<file path="config.mk">
export PLATFORM = sky130hd
export DESIGN_NAME = sq_entry_flat
export DESIGN_NICKNAME = d
export VERILOG_FILES = /design/src/logic/sq_pkg.sv /design/src/logic/sq_cdb_if.sv /design/src/logic/sq_entry.sv /design/src/flat_wrapper.sv
export SDC_FILE = /design/constraint.sdc
export NUM_CORES = 1
export LEC_CHECK = 0
export BUFFER_PORTS_ARGS = -buffer_cell sky130_fd_sc_hd__buf_4
export CORE_AREA = 2 2 365 367
export CTS_CLUSTER_SIZE = 12
export DETAILED_ROUTE_END_ITERATION = 7
export DIE_AREA = 0 0 367 369
export SLEW_MARGIN = 20
export SYNTH_ARGS = -nofsm -noshare
export SYNTH_HDL_FRONTEND = slang
export SYNTH_SLANG_ARGS = --single-unit
</file>
<file path="constraint.sdc">
create_clock -name clock -period 13.2 [get_ports clock]
set_clock_uncertainty 0.1 [all_clocks]
set_input_delay 0.66 -clock clock [delete_from_list [all_inputs] [get_ports clock]]
set_output_delay 0.66 -clock clock [all_outputs]
set_load 0.05 [all_outputs]
</file>
<file path="src/logic/sq_pkg.sv">
`default_nettype none

package sq_pkg;

	// ROB index width, the top bit is the wrap bit
	localparam int rob_idx_w = 6;

	// Physical register tag width, as carried on the CDB
	localparam int prf_tag_w = 6;

	// Data and address width
	localparam int xlen = 64;

	// One store as it leaves dispatch
	typedef struct packed {
		logic [xlen-1:0]      pc;
		logic [31:0]          inst;
		logic [xlen-1:0]      base;         // Address base, always a value
		logic [xlen-1:0]      offset;       // Tag in the low bits until offset_valid
		logic                 offset_valid;
		logic [xlen-1:0]      data;         // Tag in the low bits until data_valid
		logic                 data_valid;
		logic [rob_idx_w-1:0] rob_idx;
	} sq_dispatch_t;

	// What an entry hands to the issue block
	typedef struct packed {
		logic [xlen-1:0]      base;
		logic [xlen-1:0]      offset;
		logic [xlen-1:0]      data;
		logic [rob_idx_w-1:0] rob_idx;
	} sq_store_t;

endpackage

`default_nettype wire

</file>
<file path="src/logic/sq_cdb_if.sv">
`timescale 1ns/1ps
`default_nettype none

interface sq_cdb_if import sq_pkg::*; ();

	logic [xlen-1:0]      cdb1_value;
	logic [prf_tag_w-1:0] cdb1_tag;
	logic                 cdb1_valid;   // Valid for one cycle only
	logic [xlen-1:0]      cdb2_value;
	logic [prf_tag_w-1:0] cdb2_tag;
	logic                 cdb2_valid;

	modport broadcast (
		output cdb1_value, cdb1_tag, cdb1_valid,
		output cdb2_value, cdb2_tag, cdb2_valid
	);

	modport snoop (
		input cdb1_value, cdb1_tag, cdb1_valid,
		input cdb2_value, cdb2_tag, cdb2_valid
	);

endinterface

`default_nettype wire

</file>
<file path="src/logic/sq_entry.sv">
`timescale 1ns/1ps
`default_nettype none

module sq_entry import sq_pkg::*; (
	input  logic         clock,
	input  logic         reset,
	input  logic         flush,
	input  logic         write,
	input  logic         lane_sel,      // Set selects lane2
	input  sq_dispatch_t lane1,
	input  sq_dispatch_t lane2,
	input  logic         free,
	input  logic         mark_issued,
	sq_cdb_if.snoop      cdb,
	output logic         in_use,
	output logic         ready,
	output logic         issued,
	output sq_store_t    store
);

	sq_dispatch_t    sel;
	logic            offset_valid;
	logic            data_valid;
	logic            offset_hit;
	logic            data_hit;
	logic [xlen-1:0] offset_cdb;
	logic [xlen-1:0] data_cdb;

	assign sel   = lane_sel ? lane2 : lane1;
	assign ready = in_use && offset_valid && data_valid;

	// Bus 2 is checked last so it wins a tie on a tag match
	always_comb begin
		offset_hit = 1'b0;
		offset_cdb = store.offset;
		data_hit   = 1'b0;
		data_cdb   = store.data;
		if (cdb.cdb1_valid && store.offset[prf_tag_w-1:0] == cdb.cdb1_tag) begin
			offset_hit = 1'b1;
			offset_cdb = cdb.cdb1_value;
		end
		if (cdb.cdb2_valid && store.offset[prf_tag_w-1:0] == cdb.cdb2_tag) begin
			offset_hit = 1'b1;
			offset_cdb = cdb.cdb2_value;
		end
		if (cdb.cdb1_valid && store.data[prf_tag_w-1:0] == cdb.cdb1_tag) begin
			data_hit = 1'b1;
			data_cdb = cdb.cdb1_value;
		end
		if (cdb.cdb2_valid && store.data[prf_tag_w-1:0] == cdb.cdb2_tag) begin
			data_hit = 1'b1;
			data_cdb = cdb.cdb2_value;
		end
	end

	always_ff @(posedge clock) begin
		if (reset || flush) begin
			in_use       <= 1'b0;
			issued       <= 1'b0;
			offset_valid <= 1'b0;
			data_valid   <= 1'b0;
		end else if (write) begin
			in_use       <= 1'b1;
			issued       <= 1'b0;
			offset_valid <= sel.offset_valid;
			data_valid   <= sel.data_valid;
		end else if (free) begin
			in_use <= 1'b0;                 // Commit returns the slot to the pool
			issued <= 1'b0;
		end else if (in_use) begin
			if (!offset_valid && offset_hit)
				offset_valid <= 1'b1;
			if (!data_valid && data_hit)
				data_valid <= 1'b1;
			if (mark_issued)
				issued <= 1'b1;
		end
	end

	always_ff @(posedge clock) begin
		if (write) begin
			store.base    <= sel.base;
			store.offset  <= sel.offset;
			store.data    <= sel.data;
			store.rob_idx <= sel.rob_idx;
		end else if (in_use) begin
			if (!offset_valid && offset_hit)
				store.offset <= offset_cdb;   // Wakeup of the address operand
			if (!data_valid && data_hit)
				store.data <= data_cdb;
		end
	end

	// Allocation only ever targets a free slot
	a_write_free: assert property (@(posedge clock) disable iff (reset || flush)
		write |-> !in_use)
		else $error("sq_entry: write to an entry in use");

	// Issue picks this entry once, and only after both operands have arrived
	a_issue_ready: assert property (@(posedge clock) disable iff (reset || flush)
		mark_issued |-> ready && !issued)
		else $error("sq_entry: issued while not ready or already issued");

endmodule

`default_nettype wire

</file>
<file path="src/flat_wrapper.sv">
// flat-port wrapper written by rule: the top's interface ports become plain ports
module sq_entry_flat import sq_pkg::*;
  (clock, reset, flush, write, lane_sel, lane1, lane2, free, mark_issued, in_use, ready, issued, store, cdb_cdb1_value, cdb_cdb1_tag, cdb_cdb1_valid, cdb_cdb2_value, cdb_cdb2_tag, cdb_cdb2_valid);
  sq_cdb_if cdb_i ();
  input  logic clock;
  input  logic reset;
  input  logic flush;
  input  logic write;
  input  logic lane_sel;
  input  sq_dispatch_t lane1;
  input  sq_dispatch_t lane2;
  input  logic free;
  input  logic mark_issued;
  output logic in_use;
  output logic ready;
  output logic issued;
  output sq_store_t store;
  input wire logic [$bits(cdb_i.cdb1_value)-1:0] cdb_cdb1_value;
  input wire logic [$bits(cdb_i.cdb1_tag)-1:0] cdb_cdb1_tag;
  input wire logic [$bits(cdb_i.cdb1_valid)-1:0] cdb_cdb1_valid;
  input wire logic [$bits(cdb_i.cdb2_value)-1:0] cdb_cdb2_value;
  input wire logic [$bits(cdb_i.cdb2_tag)-1:0] cdb_cdb2_tag;
  input wire logic [$bits(cdb_i.cdb2_valid)-1:0] cdb_cdb2_valid;
  assign cdb_i.cdb1_value = cdb_cdb1_value;
  assign cdb_i.cdb1_tag = cdb_cdb1_tag;
  assign cdb_i.cdb1_valid = cdb_cdb1_valid;
  assign cdb_i.cdb2_value = cdb_cdb2_value;
  assign cdb_i.cdb2_tag = cdb_cdb2_tag;
  assign cdb_i.cdb2_valid = cdb_cdb2_valid;
  sq_entry u_core (.clock(clock), .reset(reset), .flush(flush), .write(write), .lane_sel(lane_sel), .lane1(lane1), .lane2(lane2), .free(free), .mark_issued(mark_issued), .cdb(cdb_i), .in_use(in_use), .ready(ready), .issued(issued), .store(store));
endmodule
</file>
==> summary.md <==
| Metric | Value |
|---|---|
| Run status | finished, final reports clean |
| First-pass GRT wire length | 116,000 um |
| Largest net degree at the start of global routing | 92 |
| Clock slew at reported path FFs | 0.07 ns |
| Hold_buf cts | 0 |
| Dominant cell by count in the synthesized netlist | mux2i_1 |
| Sequential share of the synthesized area | 0.530 |
| # DRC | 0 |
| Initial antenna violation count | 86 |
| Tot GR Track Use | 0.133 |
| Ys async rst share | 0 |
| Post-CTS Setup Bufs | 0 |
| Vias in the first global route | 10,400 |
| DRT Pass-1 Iters | 4 |
| Port buffer count | 749 |
| Post-synth design cell area | 0.0114 sq mm |
| Top post-synthesis cells by area | edfxtp_1, mux2i_1, mux2_2 |
| Fillers | 14,700 |
| Unrepaired setup endpoints after global routing | no |
| Dpl cells | 3,227 |
| Final HPWL DP | 81,200 um |
| Worst slew pin tran | 0.968 ns |
| R2R Path Start | u_core.store[9]$_DFFE_PP_ |
| Total grt overflow | 0 |
| Synth Flop Type | edfxtp_1 |
| Area grow syn2layout | 76.3% |
| Initial core utilization | 0.0867 |
| Total CTS buffers | 30 |
| Die footprint | 0.135 sq mm |
| Kind of critical path | reg -> reg |
| Initial DRC Count | 388 |
| Pins Over Slew Limit | 0 |
| TritonCTS clock tree | done |
| Clk buf depth | 3 |
| Post-place setup slack | 8.88 ns |
| Type of origin of the critical path | flop |
| Critical Path RT | 13.34 ns |
| Rel. slew slack | 0.354 |
| Main combinational cell family by area after synthesis | multiplexers |
| Layout cells sized above 1 | 0.576 |
| Clk Latency, worst-skew pair | 0.63 ns |
| Worst VDD drop | 0.0000901 V |
| Routed Antenna Nets | 0 |
| Num Clock Sinks | 202 |
| Critical Path End Type | flop |
| H-tree depth | 1 |
| Layout net count | 2,246 |
| Power Density | 111 mW/mm^2 |
| Clock root cell | clkbuf_16 |
| Number of synthesized flops with an enable pin | 198 |
| CP arrival | 4.05 ns |
| Rows | 133 |
| Fin crit period | 3.91 ns |
| Synth cell count leaders | mux2i_1, edfxtp_1, mux2_2, clkbuf_1 |
| Post-synthesis xor/xnor area fraction | 0.0185 |
| Fraction of synthesized area in multiplexers | 0.409 |
| Static Leakage | 0.00824 uW |
| Reg area | 0.00603 sq mm |
| Setup TNS | 0 ns |
| Synth top area share | 0.523 |
| Wire per inst | 28.4 um |
| Synth area leader | edfxtp_1 |
| Worst setup startpoint | u_core.store[9]$_DFFE_PP_ |
| Synth Area in Adders | 0 |
| Layout Cells excl Fill | 3,298 |
| PostCTS Resize Cnt | 0 |
| I/O pin count | 942 |
| RePlAce Congestion | 0.841 |
| Synthesized flop and latch total | 202 |
| FMAX | 0.256 GHz |
| Synth Area per Inst | 14.9 sq um |
| Post-synthesis simple-gate area fraction | 0.0130 |
| Final worst setup slack | 9.29 ns |
| Multi-input logic area | 0.00508 sq mm |
| Core area | 0.131 sq mm |
| Detailed Route WL | 93,800 um |
| DR vias/cell | 3.06 |
| Worst Path Max Fanout | 45 |
| Final setup violation count | 0 |
| Via total after detailed routing | 10,100 |
| Width of the die | 367 um |
| Hold Crit Class | in -> reg |
| Maxcap violations | 0 |
| Compound-Gate Fraction of Synth Area | 0.00418 |
| Cell count after synthesis | 763 |
| Syn nets | 1,504 |
| Yosys Warn Count | 0 |
| Die Y | 369 um |
| WHS | 0.110 ns |
| Netlist cell types | 24 |
| Tcrit/Tclk final | 0.296 |
| Fin. Hold Viols | 0 |
| Hold Path Origin | free |
[worst paths after layout]
| path | end | slack, ns | cells past startpoint |
|---|---|---|---|
| worst max-delay path | u_core.store[55]$_DFFE_PP_ | 9.29 | 6 |
| worst min-delay path | u_core.issued$_SDFFE_PP0P_ | 0.11 | 2 |
| worst max register to register | u_core.store[55]$_DFFE_PP_ | 9.29 | 6 |
| worst min register to register | u_core.offset_valid$_SDFFE_PP0P_ | 0.42 | 2 |
[placed cells by master (no fill, tap or decap), types with 3 or more instances in the layout]
cell	instances
edfxtp_1	198
clkinv_2	4
diode_2	14
dfxtp_1	4
buf_4	756
clkinvlp_4	3
clkbuf_16	31
clkinv_1	6
nand4_1	4
clkinv_4	3
buf_12	3
clkbuf_1	4
mux2_2	70
xnor2_1	12
xor2_1	12
nor2_1	5
a21oi_1	3
inv_6	4
mux2i_1	386
nand2_1	4
[metrics by stage]
stage | area, sq um | utilization | total power [uW]
global route | 20000 | 0.153 | 2320
finish | 20000 | 0.153 | 2230
CTS | 20000 | 0.152 | 2290
global placement | 19000 | 0.145 | 1450
detailed placement | 19000 | 0.145 | 1450
floorplan | 11400 | - | 1100
[logic make-up after synthesis]
kind of cell           after synthesis
buffers and inverters               51
AO/OA/AOI/OAI                        8
XOR/XNOR                            24
AND/OR/NAND/NOR                     22
multiplexers                       456
flip-flops                         202
[critical path, cell delays in order, from the launching register on]
cell and delay [ns]:
edfxtp_1 0.57, xor2_1 0.25, nor4_4 0.23, buf_4 0.56
nor2_1 0.18, o21bai_4 0.77, buf_4 0.76
[per-layer routing]
| metal | global-route usage | routed length [um] | part of all wire | vias up |
|---|---|---|---|---|
| met3 | 0.0805 | 13000 | 0.14 | 180 |
| li1 | - | - | - | 4469 |
| met1 | 0.147 | 34900 | 0.37 | 4748 |
| met4 | 0.0215 | 1740 | 0.018 | 100 |
| met5 | 0 | 621 | 0.0066 | - |
| met2 | 0.220 | 43600 | 0.46 | 607 |
[area by class of cell]
cell class                      instances  share of cell area
Sequential cell                       202               0.301
Timing Repair Buffer                  761               0.288
Multi-Input combinational cell        510               0.253
Tap cell                             1755               0.110
Clock buffer                           35              0.0394
Clock inverter                         21             0.00780
Antenna cell                           14             0.00175
[registers in the layout, indices dropped and copies added, names as in the netlist]
| signal | count |
|---|---|
| u_core.issued | 1 |
| u_core.offset_valid | 1 |
| u_core.data_valid | 1 |
| u_core.store | 198 |
| u_core.in_use | 1 |
[where the power goes]
group	leakage, uW	internal [uW]	total [uW]	switching [uW]
registers	0.00197	770	793	22.6
logic	0.00581	236	630	394
clock network	0.000457	448	804	356
(Power assumes the default switching activity.)
