===== src/logic/sq_pkg.sv =====
`default_nettype none

package sq_pkg;

	// ROB index width, the top bit is the wrap bit
	localparam int rob_idx_w = 6;

	// Physical register tag width, as carried on the CDB
	localparam int prf_tag_w = 6;

	// Data and address width
	localparam int xlen = 64;

	// One store as it leaves dispatch
	typedef struct packed {
		logic [xlen-1:0]      pc;
		logic [31:0]          inst;
		logic [xlen-1:0]      base;         // Address base, always a value
		logic [xlen-1:0]      offset;       // Tag in the low bits until offset_valid
		logic                 offset_valid;
		logic [xlen-1:0]      data;         // Tag in the low bits until data_valid
		logic                 data_valid;
		logic [rob_idx_w-1:0] rob_idx;
	} sq_dispatch_t;

	// What an entry hands to the issue block
	typedef struct packed {
		logic [xlen-1:0]      base;
		logic [xlen-1:0]      offset;
		logic [xlen-1:0]      data;
		logic [rob_idx_w-1:0] rob_idx;
	} sq_store_t;

endpackage

`default_nettype wire


===== src/logic/sq_issue.sv =====
`timescale 1ns/1ps
`default_nettype none

module sq_issue import sq_pkg::*; #(
	parameter int sq_depth    = 8,
	parameter int mem_credits = 2
) (
	input  logic                        clock,
	input  logic                        reset,
	input  logic                        flush,
	input  logic [$clog2(sq_depth)-1:0] tail,
	input  logic [sq_depth-1:0]         entry_ready,
	input  logic [sq_depth-1:0]         entry_issued,
	input  sq_store_t                   entry_store [sq_depth],
	input  logic                        mem_credit_return,
	output logic [sq_depth-1:0]         mark_issued,
	output logic                        mem_req_valid,
	output logic [xlen-1:0]             mem_req_addr,
	output logic [xlen-1:0]             mem_req_data,
	output logic [rob_idx_w-1:0]        mem_req_rob_idx
);

	localparam int idx_w    = $clog2(sq_depth);
	localparam int credit_w = $clog2(mem_credits + 1);

	logic [idx_w-1:0]    issue_ptr;
	logic [credit_w-1:0] credit_cnt;
	sq_store_t           cur;
	logic                pending;
	logic                pick;

	assign cur = entry_store[issue_ptr];

	// Work left: pointer behind the tail, or a full queue whose oldest is not yet sent
	assign pending = (issue_ptr != tail) || !entry_issued[issue_ptr];
	assign pick    = pending && entry_ready[issue_ptr] && credit_cnt != '0 && !flush;

	always_comb begin
		for (int i = 0; i < sq_depth; i++)
			mark_issued[i] = pick && issue_ptr == idx_w'(i);
	end

	always_ff @(posedge clock) begin
		if (reset || flush)
			issue_ptr <= '0;
		else if (pick)
			issue_ptr <= issue_ptr + 1'b1;
	end

	// Return and request in the same cycle leave the count unchanged
	always_ff @(posedge clock) begin
		if (reset)
			credit_cnt <= credit_w'(mem_credits);
		else
			credit_cnt <= credit_cnt + credit_w'(mem_credit_return) - credit_w'(pick);
	end

	always_ff @(posedge clock) begin
		if (reset)
			mem_req_valid <= 1'b0;
		else
			mem_req_valid <= pick;          // One-cycle pulse per store
	end

	always_ff @(posedge clock) begin
		if (pick) begin
			mem_req_addr    <= cur.base + cur.offset;
			mem_req_data    <= cur.data;
			mem_req_rob_idx <= cur.rob_idx;
		end
	end

	// Memory never holds more requests than it granted credits for
	a_credit_max: assert property (@(posedge clock) disable iff (reset)
		credit_cnt <= credit_w'(mem_credits))
		else $error("sq_issue: credit count above mem_credits");

	a_credit_return: assert property (@(posedge clock) disable iff (reset)
		mem_credit_return && !pick |-> credit_cnt != credit_w'(mem_credits))
		else $error("sq_issue: credit returned with no request outstanding");

endmodule

`default_nettype wire


===== config.mk =====
export PLATFORM = sky130hd
export DESIGN_NAME = sq_issue
export DESIGN_NICKNAME = d
export VERILOG_FILES = /design/src/logic/sq_pkg.sv /design/src/logic/sq_issue.sv
export SDC_FILE = /design/constraint.sdc
export NUM_CORES = 1
export LEC_CHECK = 0
export ABC_CLOCK_PERIOD_IN_PS = 27300
export BUFFER_PORTS_ARGS = -buffer_cell sky130_fd_sc_hd__buf_2
export CAP_MARGIN = 20
export CORE_AREA = 8 8 679 681
export DETAILED_ROUTE_END_ITERATION = 16
export DIE_AREA = 0 0 687 689
export GPL_TIMING_DRIVEN = 1
export HOLD_SLACK_MARGIN = 0.12
export RECOVER_POWER = 100
export REMOVE_ABC_BUFFERS = 1
export SLEW_MARGIN = 0
export SYNTH_ARGS = -nofsm -noshare
export SYNTH_HDL_FRONTEND = slang
export SYNTH_SLANG_ARGS = --single-unit

===== constraint.sdc =====
create_clock -name clock -period 27.3 [get_ports clock]
set_input_delay 5.46 -clock clock [delete_from_list [all_inputs] [get_ports clock]]
set_output_delay 5.46 -clock clock [all_outputs]
set_load 0.01 [all_outputs]

==> summary.md, run 1 <==
| Metric | Value |
|---|---|
| Insertion delay to the later sink of the worst-skew pair | `0.60 ns` |
| Quantity of gates resized following cts | `0` |
| LEAKAGE | `13.67 nW` |
| Largest family of logic cells by synthesized area | `multiplexers` |
| Crit path time final | `14.85 ns` |
| Status | `complete, but fails checks` |
| Clk sinks | `140` |
| Multiplexer share of the synthesized area | `0.4546` |
| Synthesis warning total | `0` |
| Ys async rst share | `0` |
| GP Congestion | `1.022` |
| Adder-Cell Fraction of Synth Area | `0.04578` |
| Total power | `1.461 mW` |
| Port-buffer cells | `1,749` |
| Final ANT Viol Nets | `0` |
| Worst setup EP type | `flip-flop` |
| WHS | `0.5306 ns` |
| Avg Vias per Cell | `3.007` |
| Synthesized flop and latch total | `140` |
| Clock Skew | `0.04966 ns` |
| H-tree depth | `4` |
| Hold Path Class | `flip-flop to flip-flop` |
| Netlist cell types | `64` |
| Core box area | `0.4506 mm^2` |
| FF-to-FF setup slack | `14.46 ns` |
| P&R area growth vs syn | `86.37%` |
| CP arrival | `15.17 ns` |
| Fmax | `67.35 MHz` |
| Largest net degree at the start of global routing | `73` |
| Seq/Total Area, Yosys | `0.2089` |
| Synthesized area per cell | `10.79 um^2` |
| Site Rows | `247` |
| Via count | `29.40k` |
| RSZ-0062 raised after global routing | `no` |
| Peak VDD IR | `0.03226 mV` |
| Fill count | `52.83k` |
| Relative slew margins | `-1.598` |
| WL/cell | `41.64 um` |
| Post-CTS setup repair buffer count | `0` |
| Aggregate routed wire length | `407.0 mm` |
| Share of cells above drive strength 1 | `0.5892` |
| EDFF count, synth | `134` |
| CTS Buf Count | `21` |
| Final Hold Fails | `0` |
| Top-count cell post-synth | `nand2_1` |
| Tcrit/Tclk final | `0.5439` |
| Synth area leaders | `mux4_2 (45%), edfxtp_1 (20%), nand2_1 (12%)` |
| Cells after synthesis | `1,839` |
| Die ar. | `0.4733 mm^2` |
| Critical path required time | `27.63 ns` |
| Vias in the first global route | `26.20k` |
| 1st-iter DRT viols | `3,296` |
| Startpoint types | `primary input` |
| Post-synth top cells | `nand2_1 (634), mux4_2 (400), edfxtp_1 (134)` |
| CP Class | `primary input to flip-flop` |
| Num ports | `1,750` |
| Overall Global Routing Usage | `0.1635` |
| Compound-gate portion of the synthesized area | `0.07183` |
| Max Slew Vio Count | `160` |
| Mapped Area | `0.01984 mm^2` |
| Synth area leader | `mux4_2` |
| Starting Density | `0.04403` |
| Pwr per Cell Area | `39.52 mW/mm^2` |
| Failing checks | `max-capacitance violations, max-slew violations` |
| Post-Synth Simple-Gate Area | `0.1535` |
| Initial antenna violation count | `706` |
| CTS root buf | `clkbuf_16` |
| Yosys top cell area share | `0.4541` |
| Die Wd | `687 um` |
| CTS tree | `built` |
| First-pass GRT wire length | `460.8 mm` |
| DRC violations left | `0` |
| Slew @ Worst Pin | `3.799 ns` |
| Synth Area in XOR/XNOR | `0.02958` |
| Post-DP HPWL | `382.1 mm` |
| CTS Hold Bufs | `0` |
| Leading register cell type out of synthesis | `edfxtp_1` |
| Clk slew on worst S/H paths | `0.11 ns` |
| Gr ovfl total | `0` |
| Max cap viols | `6` |
| CP Max Fanout | `5` |
| First drt pass iteration count | `5` |
| Clk buf depth | `3` |
| # setup viols final | `0` |
| Die Height | `689 um` |
| Nets@finish | `5,174` |
==> per-layer routing <==
layer / up-vias / GRT usage / wire, um
met4: 392 / 0.04574 / 18100
met5: - / 0 / 2680
met1: 13580 / 0.1612 / 134300
met2: 3176 / 0.2711 / 185300
met3: 1438 / 0.1209 / 66720
li1: 10810 / - / -
==> placed cells by master (no fill, tap or decap), types with 6 or more instances in the layout <==
cell type and n:
nand2b_1 7, nand3_1 9, nor2b_1 8, nand2_1 634, edfxtp_1 134, xnor2_1 42
o21bai_1 20, a2111oi_0 6, clkbuf_16 21, buf_2 1585, and3_1 6, nor2_1 36
nor3_1 11, o21a_1 6, buf_4 33, clkbuf_1 170, o21ai_0 34, inv_1 26
nand4_1 19, ha_1 71, o211ai_1 6, xor2_1 25, diode_2 295, mux4_2 400
a21o_1 26, a211oi_1 6, a21oi_1 82
==> cell families after synthesis <==
logic type | count (synthesis)
flip-flops | 140
adder cells (fa/ha/maj) | 72
AO/OA/AOI/OAI | 218
buffers and inverters | 187
AND/OR/NAND/NOR | 754
multiplexers | 401
XOR/XNOR | 67
==> worst paths after layout <==
check	from	to	depth (start not counted)
worst min register to register	credit_cnt[1]	credit_cnt[1]	2
worst min-delay path	credit_cnt[1]	credit_cnt[1]	2
worst max-delay path	entry_store[930]	mem_req_addr[63]	15
worst max register to register	issue_ptr[0]	mem_req_addr[63]	19
==> state kept, by name (all words and copies together), names as in the netlist <==
signal and cells:
mem_req_rob_idx 6, issue_ptr 3, credit_cnt 2, mem_req_addr 64, mem_req_valid 1, mem_req_data 64
==> power by group <==
part | switching [mW] | internal (mW) | total (mW) | leakage, nW
registers | 0.0127 | 0.298 | 0.311 | 1.30
logic | 0.525 | 0.306 | 0.831 | 12.1
clock network | 0.159 | 0.161 | 0.320 | 0.315
==> layout make-up <==
class | count | area [um^2] | area share
Timing Repair Buffer | 1793 | 8902 | 0.2408
Clock buffer | 21 | 525.5 | 0.01421
Multi-Input combinational cell | 1512 | 14940 | 0.4041
Antenna cell | 295 | 738.2 | 0.01996
Sequential cell | 140 | 4155 | 0.1124
Clock inverter | 12 | 127.6 | 0.003451
Inverter | 27 | 108.9 | 0.002944
Tap cell | 5976 | 7477 | 0.2022
==> worst max-delay path: stages <==
cell       delay [ns]
buf_2            0.14
mux4_2           0.61
nand2_1          0.26
nand2_1          0.14
ha_1             0.39
and4_1           0.24
o211ai_1         0.17
a211oi_1         0.90
o21ai_0          0.65
a2111oi_0        3.11
o211ai_1         1.12
o211ai_1         0.88
a21oi_1          0.32
or4_1            0.55
o2111a_1         0.13
==> stage by stage <==
step / setup WS, ns / std cells / setup TNS, ns / area, um^2 / utilization
floorplan: -12.53 / 1679 / -1046.10 / 19230 / -
global placement: 14.04 / 9448 / 0 / 35870 / 0.07961
detailed placement: 14.01 / 9448 / 0 / 35870 / 0.07961
CTS: 14.00 / 9481 / 0 / 36520 / 0.08106
global route: 12.40 / 9646 / 0 / 36650 / 0.08134
finish: 12.45 / 9776 / 0 / 36980 / 0.08206
(Power assumes the default switching activity.)
==> inputs of run 2 (changes only) <==
--- a/config.mk
+++ b/config.mk
@@ -5,7 +5,7 @@
 export SDC_FILE = /design/constraint.sdc
 export NUM_CORES = 1
 export LEC_CHECK = 0
-export ABC_CLOCK_PERIOD_IN_PS = 27300
+export ABC_CLOCK_PERIOD_IN_PS = 12350
 export BUFFER_PORTS_ARGS = -buffer_cell sky130_fd_sc_hd__buf_2
 export CAP_MARGIN = 20
 export CORE_AREA = 8 8 679 681
==> constraint.sdc (replaced) <==
create_clock -name clock -period 12.35 [get_ports clock]
set_input_delay 2.47 -clock clock [delete_from_list [all_inputs] [get_ports clock]]
set_output_delay 2.47 -clock clock [all_outputs]
set_load 0.01 [all_outputs]
==> summary.md, run 2 (synthesis gave the netlist of run 1 again) <==
| Metric | Value |
|---|---|
| Status | `complete, but fails checks (unchanged)` |
| Failing checks | `max-capacitance violations, max-slew violations (unchanged)` |
| Die ar. | `0.4733 mm^2 (unchanged)` |
| Quantity of gates resized following cts | `0 (unchanged)` |
| Overall Global Routing Usage | `0.1626 (was 0.1635)` |
| Pwr per Cell Area | `87.83 mW/mm^2 (was 39.52 mW/mm^2)` |
| CTS tree | `built (unchanged)` |
| Slew @ Worst Pin | `3.539 ns (was 3.799 ns)` |
| FF-to-FF setup slack | `2.82 ns (was 14.46 ns)` |
| CP cell instances | `clkbuf_1 -> mux4_2 -> nand2_1 -> nand2_1 -> ha_1 -> nand4_1 -> nor4_1 -> inv_1 -> a211oi_1 -> o21ai_2 -> a2111oi_4 -> o211ai_2 -> o211ai_2 -> a21oi_2 -> or4_1 -> o2111a_1 (was buf_2 -> mux4_2 -> nand2_1 -> nand2_1 -> ha_1 -> and4_1 -> o211ai_1 -> a211oi_1 -> o21ai_0 -> a2111oi_0 -> o211ai_1 -> o211ai_1 -> a21oi_1 -> or4_1 -> o2111a_1)` |
| Routed wl met2 | `183.5 mm (was 185.3 mm)` |
| Most frequent cells in the layout | `buf_2 (1,608), nand2_1 (634), mux4_2 (400) (was buf_2 (1,585), nand2_1 (634), mux4_2 (400))` |
| Fmax | `104.9 MHz` |
| Worst Hold Depth | `2 (unchanged)` |
| Die Height | `689 um (unchanged)` |
| Core box area | `0.4506 mm^2 (unchanged)` |
| Max cap viols | `6 (unchanged)` |
| Initial antenna violation count | `694 (was 706)` |
| Aggregate routed wire length | `405.1 mm (was 407.0 mm)` |
| DRC violations left | `0 (unchanged)` |
| WHS | `0.5279 ns (was 0.5306 ns)` |
| RSZ-0062 raised after global routing | `no (unchanged)` |
| CP arrival | `9.90 ns (was 15.17 ns)` |
| Avg Vias per Cell | `3.002 (was 3.007)` |
| Post-CTS setup repair buffer count | `0 (unchanged)` |
| LEAKAGE | `13.70 nW (was 13.67 nW)` |
| Comb power frac | `0.565 (was 0.568)` |
| Wire length on met3 | `64.92 mm (was 66.72 mm)` |
| M1 WL | `135.3 mm (was 134.3 mm)` |
| Via count | `29.41k (was 29.40k)` |
| Insertion delay to the later sink of the worst-skew pair | `0.66 ns (was 0.60 ns)` |
| Relative slew margins | `-1.359 (was -1.598)` |
| CTS Hold Bufs | `0 (unchanged)` |
| First drt pass iteration count | `6 (was 5)` |
| Max Slew Vio Count | `199 (was 160)` |
| Largest net degree at the start of global routing | `92 (was 73)` |
| Peak VDD IR | `0.07159 mV (was 0.03226 mV)` |
| Top Metal Used | `met5 (unchanged)` |
| Reg-to-Reg End | `mem_req_addr[63] (unchanged)` |
| Min-Delay Startpoint | `credit_cnt[1] (unchanged)` |
| Num ports | `1,750 (unchanged)` |
| Total power | `3.257 mW (was 1.461 mW)` |
| Crit path time final | `9.529 ns` |
| Sequential power share | `0.211 (was 0.213)` |
| 1st-iter DRT viols | `3,085 (was 3,296)` |
| # placed instances | `9,442 (was 9,448)` |
| CP Max Fanout | `45 (was 5)` |
| CTS root buf | `clkbuf_16 (unchanged)` |
| GP Congestion | `1.025 (was 1.022)` |
| Starting Density | `0.04403 (unchanged)` |
| Delay-heaviest family, CP | `compound AO/OA/AOI/OAI gates (unchanged)` |
| Clk buf depth | `3 (unchanged)` |
| CP Class | `flip-flop to flip-flop (was primary input to flip-flop)` |
| Gr ovfl total | `0 (unchanged)` |
| WL/cell | `41.34 um (was 41.64 um)` |
| Vias in the first global route | `26.24k (was 26.20k)` |
| P_sw | `1.562 mW (was 696.5 uW)` |
| Worst setup EP type | `flip-flop (unchanged)` |
| RR Startpoint | `issue_ptr[0] (unchanged)` |
| Commonest non-fill, non-tap cell in the layout | `buf_2 (unchanged)` |
| Tcrit/Tclk final | `0.7716` |
| CP max stage cell | `clkbuf_1 (was a2111oi_0)` |
| Buf+Inv Stages, Crit Path | `2 (was 1)` |
| First-pass GRT wire length | `458.9 mm (was 460.8 mm)` |
| Share of cells above drive strength 1 | `0.5959 (was 0.5892)` |
| Critical path required time | `12.72 ns (was 27.63 ns)` |
| Final Hold Fails | `0 (unchanged)` |
| Slowest stage delay, CP | `2.55 ns (was 3.11 ns)` |
| Util after Layout | `0.08229 (was 0.08206)` |
| Site Rows | `247 (unchanged)` |
| Die Wd | `687 um (unchanged)` |
| R2R cell count | `16 (was 19)` |
| Nets@finish | `5,168 (was 5,174)` |
| Biggest registers after layout | `mem_req_addr x64, mem_req_data x64, mem_req_rob_idx x6 (unchanged)` |
| Clock share of power | `0.224 (was 0.219)` |
| Sw Share | `0.4797 (was 0.4766)` |
| Pint | `1.694 mW (was 765.0 uW)` |
| Fin cells | `9,799 (was 9,776)` |
| Final ANT Viol Nets | `0 (unchanged)` |
| Hold endpoint | `credit_cnt[1] (unchanged)` |
| H-tree depth | `4 (unchanged)` |
| Startpoint types | `flip-flop (was primary input)` |
| Hold Path Class | `flip-flop to flip-flop (unchanged)` |
| Port-buffer cells | `1,749 (unchanged)` |
| Clock Skew | `0.08742 ns (was 0.04966 ns)` |
| P&R area growth vs syn | `86.89% (was 86.37%)` |
| # setup viols final | `0 (unchanged)` |
| Clk slew on worst S/H paths | `0.14 ns (was 0.11 ns)` |
| Clk sinks | `140 (unchanged)` |
| Post-DP HPWL | `378.8 mm (was 382.1 mm)` |
| CTS Buf Count | `21 (unchanged)` |
-- run 2: cell count changes in the layout (fill, tap and decap cells not counted), sizes merged --
cell | before | now
diode | 295 | 324
clkbuf | 191 | 169
buf | 1623 | 1639
clkinv | 7 | 4
clkinvlp | 3 | 5
inv | 27 | 28
-- run 2: final cells by class --
class	instances	area [um^2]
repair buffers	1787	8911
clock buffers	21	525.5
fillers	52870	413500
inverters	27	108.9
well taps	5976	7477
multi-input cells	1512	14970
diodes	324	810.8
flip-flops and latches	140	4155
clock inverters	12	125.1
-- run 2: per-stage QoR --
| step | setup TNS, ns | setup WS, ns | instance area (um^2) |
|---|---|---|---|
| 5_1_grt | 0 | 2.210 | 36750 |
| 2_1_floorplan | -4071.99 | -24.49 | 19230 |
| 3_3_place_gp | 0 | 4.168 | 35840 |
| 6_report | 0 | 2.821 | 37080 |
| 4_1_cts | 0 | 4.475 | 36500 |
| 3_5_place_dp | 0 | 4.133 | 35850 |
-- run 2: worst max path at each step --
| stage | from | endpoint | slack (ns) | cells after the start |
|---|---|---|---|---|
| 6_report | issue_ptr[0] | mem_req_addr[63] | 2.82 | 16 |
| 5_1_grt | issue_ptr[0] | mem_req_addr[63] | 2.21 | 16 |
| 4_1_cts | issue_ptr[0] | mark_issued[0] | 4.47 | 10 |
| 3_5_place_dp | entry_store[930] | mem_req_addr[63] | 4.13 | 15 |
| 3_3_place_gp | entry_store[930] | mem_req_addr[63] | 4.17 | 15 |
| 2_1_floorplan | issue_ptr[0] | mark_issued[0] | -24.49 | 6 |
-- run 2: routing by layer --
layer	global-route usage	vias up
li1	-	10830
met1	0.1626	13610
met2	0.2660	3152
met3	0.1176	1431
met4	0.05167	392
met5	0	-
-- run 2: worst min-delay path, delay by kind of cell (launching register included) --
| kind | cells | cell delay, ns |
|---|---|---|
| DFF | 1 | 0.37 |
| xor gates and xnor gates | 1 | 0.08 |
| and+or+nand+nor | 1 | 0.06 |
-- run 2: power by group through the flow --
stage | combinational [mW] | clock [mW] | sequential [mW]
2_1_floorplan | 0.913 | 0 | 0.810
3_3_place_gp | 1.86 | 0 | 0.691
3_5_place_dp | 1.88 | 0 | 0.693
4_1_cts | 1.89 | 0.787 | 0.684
5_1_grt | 1.97 | 0.775 | 0.697
6_report | 1.84 | 0.728 | 0.689
