### src/logic/sq_alloc.sv
`timescale 1ns/1ps
`default_nettype none

module sq_alloc #(
	parameter int sq_depth = 8
) (
	input  logic                        clock,
	input  logic                        reset,
	input  logic                        flush,
	input  logic                        lane1_valid,
	input  logic                        lane2_valid,
	input  logic                        commit_valid,
	input  logic [sq_depth-1:0]         entry_in_use,
	input  logic [sq_depth-1:0]         entry_issued,
	output logic [sq_depth-1:0]         write,
	output logic [sq_depth-1:0]         lane_sel,
	output logic [sq_depth-1:0]         free,
	output logic [$clog2(sq_depth)-1:0] head,
	output logic [$clog2(sq_depth)-1:0] tail,
	output logic [$clog2(sq_depth):0]   free_count
);

	localparam int idx_w = $clog2(sq_depth);
	localparam int cnt_w = idx_w + 1;

	logic [idx_w-1:0] tail_plus1;
	logic [1:0]       n_disp;

	assign tail_plus1 = tail + 1'b1;
	assign n_disp     = {1'b0, lane1_valid} + {1'b0, lane2_valid};

	// Lane1 lands at the tail, lane2 right behind it
	always_comb begin
		for (int i = 0; i < sq_depth; i++) begin
			write[i]    = (lane1_valid && tail == idx_w'(i)) ||
			              (lane2_valid && tail_plus1 == idx_w'(i));
			lane_sel[i] = lane2_valid && tail_plus1 == idx_w'(i);
			free[i]     = commit_valid && head == idx_w'(i);
		end
	end

	always_ff @(posedge clock) begin
		if (reset || flush) begin
			head       <= '0;
			tail       <= '0;
			free_count <= cnt_w'(sq_depth);
		end else begin
			tail <= tail + idx_w'(n_disp);  // Wraps naturally, depth is a power of two
			if (commit_valid)
				head <= head + 1'b1;
			free_count <= free_count - cnt_w'(n_disp) + cnt_w'(commit_valid);
		end
	end

	// Dispatch sees last cycle's count, so it must never overrun it
	a_dispatch_room: assert property (@(posedge clock) disable iff (reset || flush)
		cnt_w'(n_disp) <= free_count)
		else $error("sq_alloc: dispatch beyond free_count");

	// ROB only commits a store that has already gone to memory
	a_commit_head: assert property (@(posedge clock) disable iff (reset || flush)
		commit_valid |-> entry_in_use[head] && entry_issued[head])
		else $error("sq_alloc: commit of a head entry not in use or not issued");

endmodule

`default_nettype wire

### config.mk
export PLATFORM = sky130hd
export DESIGN_NAME = sq_alloc
export DESIGN_NICKNAME = d
export VERILOG_FILES = /design/src/logic/sq_alloc.sv
export SDC_FILE = /design/constraint.sdc
export NUM_CORES = 1
export LEC_CHECK = 0
export BUFFER_PORTS_ARGS = -buffer_cell sky130_fd_sc_hd__buf_4
export CORE_MARGIN = 2
export CORE_UTILIZATION = 47
export CTS_BUF_LIST = sky130_fd_sc_hd__clkbuf_4 sky130_fd_sc_hd__clkbuf_8
export CTS_CLUSTER_SIZE = 14
export DETAILED_ROUTE_END_ITERATION = 8
export MAX_ROUTING_LAYER = met4
export PLACE_DENSITY = 0.85
export SYNTH_ARGS = -nofsm -noshare
export SYNTH_HDL_FRONTEND = slang
export SYNTH_SLANG_ARGS = --single-unit
### constraint.sdc
create_clock -name clock -period 4.29 [get_ports clock]
set_clock_uncertainty 0.2 [all_clocks]
set_input_delay 0.429 -clock clock [delete_from_list [all_inputs] [get_ports clock]]
set_output_delay 0.429 -clock clock [all_outputs]
set_load 0.01 [all_outputs]
==> flow_summary.ini, run 1 <==
[final_layout]
drive_above_1_share = 0.3451
nets = 182
fin_util = 0.6950
final-seq-area_um2 = 200.2
diodes = 0
n_fill_cell = 157
area_delta_synth_final_pct = 35.17
instances_no_fill = 167
multi_input_area_um2 = 605.6

[die]
coreArea_mm2 = 0.001764
die_area_mm2 = 0.002297
ios = 56
initial_core_util = 0.5142
die_h_um = 47.93
row_count = 15
dieWidth_um = 47.93

[synthesis]
synth_ff_type = dfxtp_1
syn_area_per_cell_um2 = 8.807
yosys_register_bits = 10
synth_cells = 103
syn-num-nets = 142
ys_top_cells_by_count = inv_1 (16), ha_1 (15), nor2_1 (15)
yosysWarnings = 0
synthMostInstantiatedCell = inv_1
synth_seq_area_share = 0.2207
yosys.area.top_type = dfxtp_1
synth_area_um2 = 907.1
synth.top_cell.area_share = 0.2207
synth_area_leaders = dfxtp_1 (22%), ha_1 (21%), inv_1 (6.6%)
synthArstFlopShare = 0
synth_edf_count = 0
ys_types = 30

[clock_network]
cts_resized = 0
post_cts_buffers = 0
h-tree-depth = 1
path_clk_slew_ns = 0.07
clock-root-buffer = clkbuf_4
cts_hold_buffers = 0
clock-sinks = 10
insertion_delay_ns = 0.27
clk_path_buf_depth = 2
cts_tree = yes
cts-buffers-inserted = 3

[placed_design]
dp.cells = 163
numPortBuffers = 39
dp_slack_ns = 1.880
hpwl_um = 1542
routabilityCongestion = 0.7546

[global_route]
grt_use_total = 0.1772
grt_max_degree = 15
grt_pass1_vias = 702
antenna_found_initial = 0
grt_overflow = 0
grt_pass1_wl_um = 2849

[route]
via_count = 802
wl_per_cell_um = 11.03
drt_pass1_iterations = 2
vias_per_cell = 4.802
antenna_left = 0
dr.first_iter.drc_count = 1
wl_um = 1842
drc = 0

[setup_path]
r2r_end = tail[2]
end_kind = output pin
rrSetupSlack_ns = 2.45
crit_type = reg -> out
startpoint_type = flip-flop
critPathArrivalTime_ns = 2.08
path_max_fanout = 12
regToRegStartpoint = tail[1]
reg2reg_depth = 4
required_ns = 3.66

[timing]
fmax_mhz = 369.8
min_period_ns = 2.705
rsz0062_at_grt = false
tightest_slew_ns = 0.5530
setup_ws_ns = 1.585
finalCritPeriodShare = 0.6304
final.setup.tns_ns = 0
slew_viol_final = 0
maxSlewHeadroom = 0.6309
hold_viol = 0
fin_hold_ws_ns = 0.2213
finalSetupViolations = 0

[pwr]
powerDensity_mw_per_mm2 = 241.6
p_leak_uw = 0.0006781
ir_drop_uv = 215.2

[hold_path]
hold-path-endpoint = head[2]
min-delay-path-class = in -> reg
hold_depth = 2
hp-start = commit_valid

[outcome]
outcome = completed

[run]
maxCapViolations = 0
through the flow:
step | power [µW] | cell area (µm²)
finish | 296.2 | 1226
global route | 315.8 | 1226
floorplan | 177.6 | 907.1
CTS | 298.7 | 1226
global placement | 206.3 | 1190
detailed placement | 211.2 | 1190
placed cells by master, fill, tap and decap left out:
cell / n
mux2i_1: 1
nor3b_1: 1
nand2_2: 1
o21a_1: 2
nand2b_1: 1
and2_1: 5
a21oi_1: 1
or2_1: 1
a21o_1: 6
nor3b_4: 2
and3_1: 3
o22ai_1: 1
fa_1: 2
xor2_1: 3
buf_4: 39
clkbuf_4: 3
clkbuf_8: 1
nor3_1: 2
ha_1: 15
nor2b_1: 1
nor2_1: 15
inv_1: 16
nand2b_4: 1
nand3_1: 3
xnor2_1: 1
dfxtp_1: 10
a211oi_2: 1
nand3b_1: 2
nand2_4: 1
o21bai_1: 1
how the worst max path moves through the flow:
| stage | from | to | slack, ns | cells past startpoint |
|---|---|---|---|---|
| 6_report | tail[1] | write[6] | 1.59 | 7 |
| 5_1_grt | tail[1] | write[6] | 1.47 | 7 |
| 4_1_cts | tail[1] | write[6] | 1.57 | 7 |
| 3_5_place_dp | tail[1] | write[6] | 1.88 | 7 |
| 3_3_place_gp | tail[1] | write[6] | 1.93 | 7 |
| 2_1_floorplan | tail[1] | write[6] | 2.12 | 7 |
cell type report:
type,count,area share
Clock buffer,4,0.02959
Inverter,16,0.04898
Multi-Input combinational cell,73,0.4939
Sequential cell,10,0.1633
Tap cell,25,0.02551
Timing Repair Buffer,39,0.2388
registers in the layout, summed over array words and instances, names as in the netlist:
name        flops
head            3
free_count      4
tail            3
per-layer routing:
layer	wire, µm	track usage
met1	759	0.2005
met4	33	0.06486
met2	936	0.3067
met5	0	-
met3	112	0.03396
logic make-up (layout without fill, tap and decap cells):
family | count (synthesis) | after routing | share of synthesized area
mux | 1 | 1 | 0.01103
xor+xnor | 4 | 4 | 0.03863
buf+inv | 20 | 59 | 0.1117
simple gates | 39 | 39 | 0.2662
fa+ha+maj | 17 | 17 | 0.2510
compound gates | 12 | 12 | 0.1007
flops | 10 | 10 | 0.2207
power breakdown:
part	internal, µW	leakage [µW]	total, µW	switching (µW)
Clock	51.7	0.0000210	88.1	36.5
Sequential	100	0.0000818	111	10.3
Combinational	49.3	0.000575	97.4	48.1
Total	201	0.000678	296	94.9
critical path, cell delays in order (launching register included):
cell      delay, ns
dfxtp_1        0.67
nand2_4        0.10
inv_1          0.11
ha_1           0.26
nand2b_4       0.19
nor3b_4        0.20
o21bai_1       0.14
buf_4          0.14
Power figures use the tool's default switching activity.
==> run 2: changes to the inputs <==
--- a/config.mk
+++ b/config.mk
@@ -7,12 +7,12 @@
 export LEC_CHECK = 0
 export BUFFER_PORTS_ARGS = -buffer_cell sky130_fd_sc_hd__buf_4
 export CORE_MARGIN = 2
-export CORE_UTILIZATION = 47
+export CORE_UTILIZATION = 44
 export CTS_BUF_LIST = sky130_fd_sc_hd__clkbuf_4 sky130_fd_sc_hd__clkbuf_8
 export CTS_CLUSTER_SIZE = 14
 export DETAILED_ROUTE_END_ITERATION = 8
 export MAX_ROUTING_LAYER = met4
-export PLACE_DENSITY = 0.85
+export PLACE_DENSITY = 0.8
 export SYNTH_ARGS = -nofsm -noshare
 export SYNTH_HDL_FRONTEND = slang
 export SYNTH_SLANG_ARGS = --single-unit
==> constraint.sdc (replaced) <==
create_clock -name clock -period 2.8 [get_ports clock]
set_clock_uncertainty 0.2 [all_clocks]
set_input_delay 0.28 -clock clock [delete_from_list [all_inputs] [get_ports clock]]
set_output_delay 0.28 -clock clock [all_outputs]
set_load 0.01 [all_outputs]
==> run 2 against run 1 <==
Effect of this change:
- routed wire length fell by 1.5%
- first-iteration DRC count rose to 3.0 times the previous value
- worst hold slack got worse by 0.14 ns
- global-route usage fell by 1.9 points
- power rose by 53%
- clock power rose by 48%
- die area rose by 6.2%
- sequential cell count did not move
- largest cell class unchanged
- highest routed layer unchanged
==> flow_summary.ini, run 2 (same netlist as run 1, synthesis figures left out) <==
[outcome]
outcome = completed

[die]
ios = 56
initial_core_util = 0.4624
die_h_um = 49.41
coreArea_mm2 = 0.001962
row_count = 16
dieWidth_um = 49.41
die_area_mm2 = 0.002441

[route]
antenna_left = 0
via_count = 830
drt_pass1_iterations = 4
wl_um = 1814
wl_per_cell_um = 10.61
drc = 0
dr.first_iter.drc_count = 3
vias_per_cell = 4.854

[hold_path]
hp-start = commit_valid
hold_depth = 2
hold-path-endpoint = head[2]
min-delay-path-class = in -> reg

[timing]
setup_ws_ns = 0.4545
slew_viol_final = 0
fin_hold_ws_ns = 0.07988
rsz0062_at_grt = false
tightest_slew_ns = 0.3618
min_period_ns = 2.346
finalSetupViolations = 0
maxSlewHeadroom = 0.7588
hold_viol = 0
finalCritPeriodShare = 0.8377
fmax_mhz = 426.3
final.setup.tns_ns = 0

[clock_network]
insertion_delay_ns = 0.27
clk_path_buf_depth = 2
h-tree-depth = 1
clock-sinks = 10
cts_resized = 0
cts_tree = yes
cts_hold_buffers = 0
post_cts_buffers = 0
clock-root-buffer = clkbuf_4
path_clk_slew_ns = 0.07
cts-buffers-inserted = 3

[run]
maxCapViolations = 0

[global_route]
grt_pass1_vias = 772
antenna_found_initial = 0
grt_use_total = 0.1582
grt_overflow = 0
grt_max_degree = 14
grt_pass1_wl_um = 3015

[setup_path]
rrSetupSlack_ns = 0.98
critPathArrivalTime_ns = 1.87
required_ns = 2.32
startpoint_type = flip-flop
end_kind = output pin
path_max_fanout = 12
regToRegStartpoint = free_count[0]
r2r_end = free_count[2]
crit_type = reg -> out
reg2reg_depth = 8

[placed_design]
routabilityCongestion = 0.7571
hpwl_um = 1510
dp.cells = 167
numPortBuffers = 39
dp_slack_ns = 0.6057

[pwr]
powerDensity_mw_per_mm2 = 363.3
ir_drop_uv = 470.5
p_leak_uw = 0.0006888

[final_layout]
final_cell_mix = buf_4 (41), inv_1 (16), nor2_1 (15), ha_1 (15), dfxtp_1 (10)
drive_above_1_share = 0.3542
instances_no_fill = 171
area_delta_synth_final_pct = 37.10
top_regs = free_count (4), head (3), tail (3)
n_fill_cell = 186
largest_register_ffs = 4
regMostFlops = free_count
nets = 184
final_common_cell = buf_4
diodes = 0
## run 2: cell count changes in the layout (fill, tap and decap cells not counted), sizes merged
cell  change
buf       +2
## run 2: per-stage QoR
| step | cell area (µm²) | utilization | power, µW |
|---|---|---|---|
| 6_report | 1244 | 0.6339 | 451.9 |
| 5_1_grt | 1244 | 0.6339 | 482.4 |
| 4_1_cts | 1244 | 0.6339 | 457.4 |
| 3_5_place_dp | 1207 | 0.6154 | 326.9 |
| 3_3_place_gp | 1207 | 0.6154 | 319.8 |
| 2_1_floorplan | 907.1 | - | 272.0 |
## run 2: worst max-delay path: stages (launching register included)
cell,delay (ns)
dfxtp_1,0.30
buf_4,0.18
nand2_4,0.08
inv_1,0.06
ha_1,0.31
nand2b_4,0.19
nor3b_4,0.20
o21bai_1,0.14
buf_4,0.14
## run 2: cell type report
class / count / area, µm² / area share
Sequential cell: 10 / 200.2 / 0.1610
Timing Repair Buffer: 41 / 307.8 / 0.2475
Inverter: 16 / 60.06 / 0.04829
Clock buffer: 4 / 36.28 / 0.02918
Multi-Input combinational cell: 73 / 605.6 / 0.4869
Tap cell: 27 / 33.78 / 0.02716
## run 2: metal layers
layer / share of wire / global-route usage
met4: 0.023 / 0.07870
met1: 0.41 / 0.1676
met2: 0.51 / 0.2838
met5: 0 / -
met3: 0.058 / 0.02454
## run 2: report_power, final
group / total [µW] / internal (µW) / switching, µW
Clock: 130 / 79.0 / 51.3
Combinational: 158 / 78.0 / 80.4
Sequential: 163 / 154 / 9.40
Total: 452 / 311 / 141
## run 2: how the worst max path moves through the flow
stage | slack (ns) | to | start | cells after the start
4_1_cts | 0.44 | write[6] | tail[1] | 8
2_1_floorplan | 0.78 | write[6] | tail[1] | 7
3_3_place_gp | 0.63 | free_count[2] | lane1_valid | 9
5_1_grt | 0.35 | write[6] | tail[1] | 8
6_report | 0.45 | write[6] | tail[1] | 8
3_5_place_dp | 0.61 | free_count[2] | lane1_valid | 9
==> run 3: changes to the inputs <==
--- a/config.mk
+++ b/config.mk
@@ -7,12 +7,12 @@
 export LEC_CHECK = 0
 export BUFFER_PORTS_ARGS = -buffer_cell sky130_fd_sc_hd__buf_4
 export CORE_MARGIN = 2
-export CORE_UTILIZATION = 44
+export CORE_UTILIZATION = 40
 export CTS_BUF_LIST = sky130_fd_sc_hd__clkbuf_4 sky130_fd_sc_hd__clkbuf_8
 export CTS_CLUSTER_SIZE = 14
 export DETAILED_ROUTE_END_ITERATION = 8
 export MAX_ROUTING_LAYER = met4
-export PLACE_DENSITY = 0.8
+export PLACE_DENSITY = 0.76
 export SYNTH_ARGS = -nofsm -noshare
 export SYNTH_HDL_FRONTEND = slang
 export SYNTH_SLANG_ARGS = --single-unit
==> constraint.sdc (replaced) <==
create_clock -name clock -period 2.12 [get_ports clock]
set_clock_uncertainty 0.2 [all_clocks]
set_input_delay 0.212 -clock clock [delete_from_list [all_inputs] [get_ports clock]]
set_output_delay 0.212 -clock clock [all_outputs]
set_load 0.01 [all_outputs]
==> run 3 against run 2 <==
Effect of this change:
- sequential cell count unchanged
- setup slack worse by 0.34 ns
- global-route usage down 0.81 points
- utilization down 4.9 points
- routed wire length down 1.3%
- sequential share of layout area down 0.12 points
- count of clock-buffer cells in the layout down 1
- die area up 9.2%
- first-iteration DRC count up 67%
==> flow_summary.ini, run 3 (same netlist as run 1, synthesis figures left out) <==
[clock_network]
path_clk_slew_ns = 0.06
clk_path_buf_depth = 2
cts_tree = yes
clock-sinks = 10
cts_hold_buffers = 0
cts-buffers-inserted = 3
post_cts_buffers = 0
cts_resized = 0
h-tree-depth = 1
insertion_delay_ns = 0.26
clock-root-buffer = clkbuf_4

[timing]
fmax_mhz = 497.6
finalCritPeriodShare = 0.9480
slew_viol_final = 0
final.setup.tns_ns = 0
hold_viol = 0
finalSetupViolations = 0
min_period_ns = 2.010
maxSlewHeadroom = 0.7603
setup_ws_ns = 0.1102
tightest_slew_ns = 0.3596
rsz0062_at_grt = false

[setup_path]
rrSetupSlack_ns = 0.31
path_max_fanout = 6
r2r_end = free_count[2]
end_kind = output pin
required_ns = 1.71
regToRegStartpoint = free_count[0]
reg2reg_depth = 8
crit_type = reg -> out
startpoint_type = flip-flop
startpoint = tail[0]
critPathArrivalTime_ns = 1.60

[placed_design]
dp.cells = 171
hpwl_um = 1453
dp_slack_ns = 0.02966
routabilityCongestion = 0.7635
numPortBuffers = 39
place_area_mm2 = 0.001231

[hold_path]
min-delay-path-class = in -> reg
hold_depth = 2
hold-path-endpoint = head[2]
hp-start = commit_valid

[pwr]
ir_drop_uv = 368.1
p_total_uw = 549.6
p_leak_uw = 0.0006983
powerDensity_mw_per_mm2 = 433.2

[global_route]
grt_pass1_wl_um = 2973
grt_use_total = 0.1501
use_met3 = 0.04310
grt_max_degree = 14
busiest_layer = met2
antenna_found_initial = 0
grt_pass1_vias = 722
use_met2 = 0.2585
use_met1 = 0.1708
grt_overflow = 0

[final_layout]
design_area_mm2 = 0.001269
instances_no_fill = 174
drive_above_1_share = 0.3836
final_common_cell = buf_4
area_delta_synth_final_pct = 39.86
final_cell_mix = buf_4 (44), inv_1 (16), nor2_1 (15)
n_fill_cell = 197
diodes = 0
top_regs = free_count (4), head (3), tail (3)
regMostFlops = free_count
largest_register_ffs = 4
nets = 187

[die]
die_h_um = 51.62
row_count = 17
ios = 56
die_area_mm2 = 0.002665
dieWidth_um = 51.62
initial_core_util = 0.4181
coreArea_mm2 = 0.002170

[route]
vias_per_cell = 4.655
dr.first_iter.drc_count = 5
antenna_left = 0
drt_pass1_iterations = 3
drc = 0
wl_per_cell_um = 10.29
via_count = 810
wl_um = 1791

[outcome]
outcome = completed

[run]
maxCapViolations = 0
run 3: changes by cell type in the layout (fill, tap and decap cells not counted):
cell / delta
buf_4: +3
dfxtp_1: -2
dfxtp_2: +2
clkbuf_8: -1
ha_1: -1
ha_4: +1
run 3: layout make-up:
class,count,area (µm²),share of cell area
multi-input cells,73,618.1,0.4872
repair buffers,44,330.3,0.2604
flip-flops and latches,10,202.7,0.1598
inverters,16,60.06,0.04734
well taps,28,35.03,0.02761
clock buffers,3,22.52,0.01775
run 3: worst max-delay path by stage:
stage                          to  slack, ns  depth (start not counted)
finish                   write[6]       0.11                          7
global route             write[6]       0.02                          7
CTS                      write[6]       0.01                          7
detailed placement  free_count[2]       0.03                          9
global placement    free_count[2]       0.03                          9
floorplan                write[6]       0.17                          7
run 3: metrics by stage:
stage	util	hold WS (ns)
floorplan	-	0.2550
global placement	0.5675	0.2865
detailed placement	0.5675	0.2901
CTS	0.5779	0.02314
global route	0.5848	0.03372
finish	0.5848	0.03117
run 3: where the power goes:
group	total [µW]	switching (µW)	leakage (µW)	internal [µW]
sequential	217	12.8	0.0000826	204
clock	123	57.4	0.0000138	65.2
combinational	210	105	0.000602	105
run 3: per-layer routing:
layer	vias up	share of wire
met5	-	0
met4	0	0.0056
met3	2	0.049
met2	27	0.51
met1	361	0.44
li1	420	-
run 3: worst max-delay path: stages (launching register included):
cell	delay (ns)
dfxtp_2	0.35
nand2_4	0.07
inv_1	0.10
ha_4	0.21
nand2b_4	0.17
nor3b_4	0.18
o21bai_1	0.13
buf_4	0.13
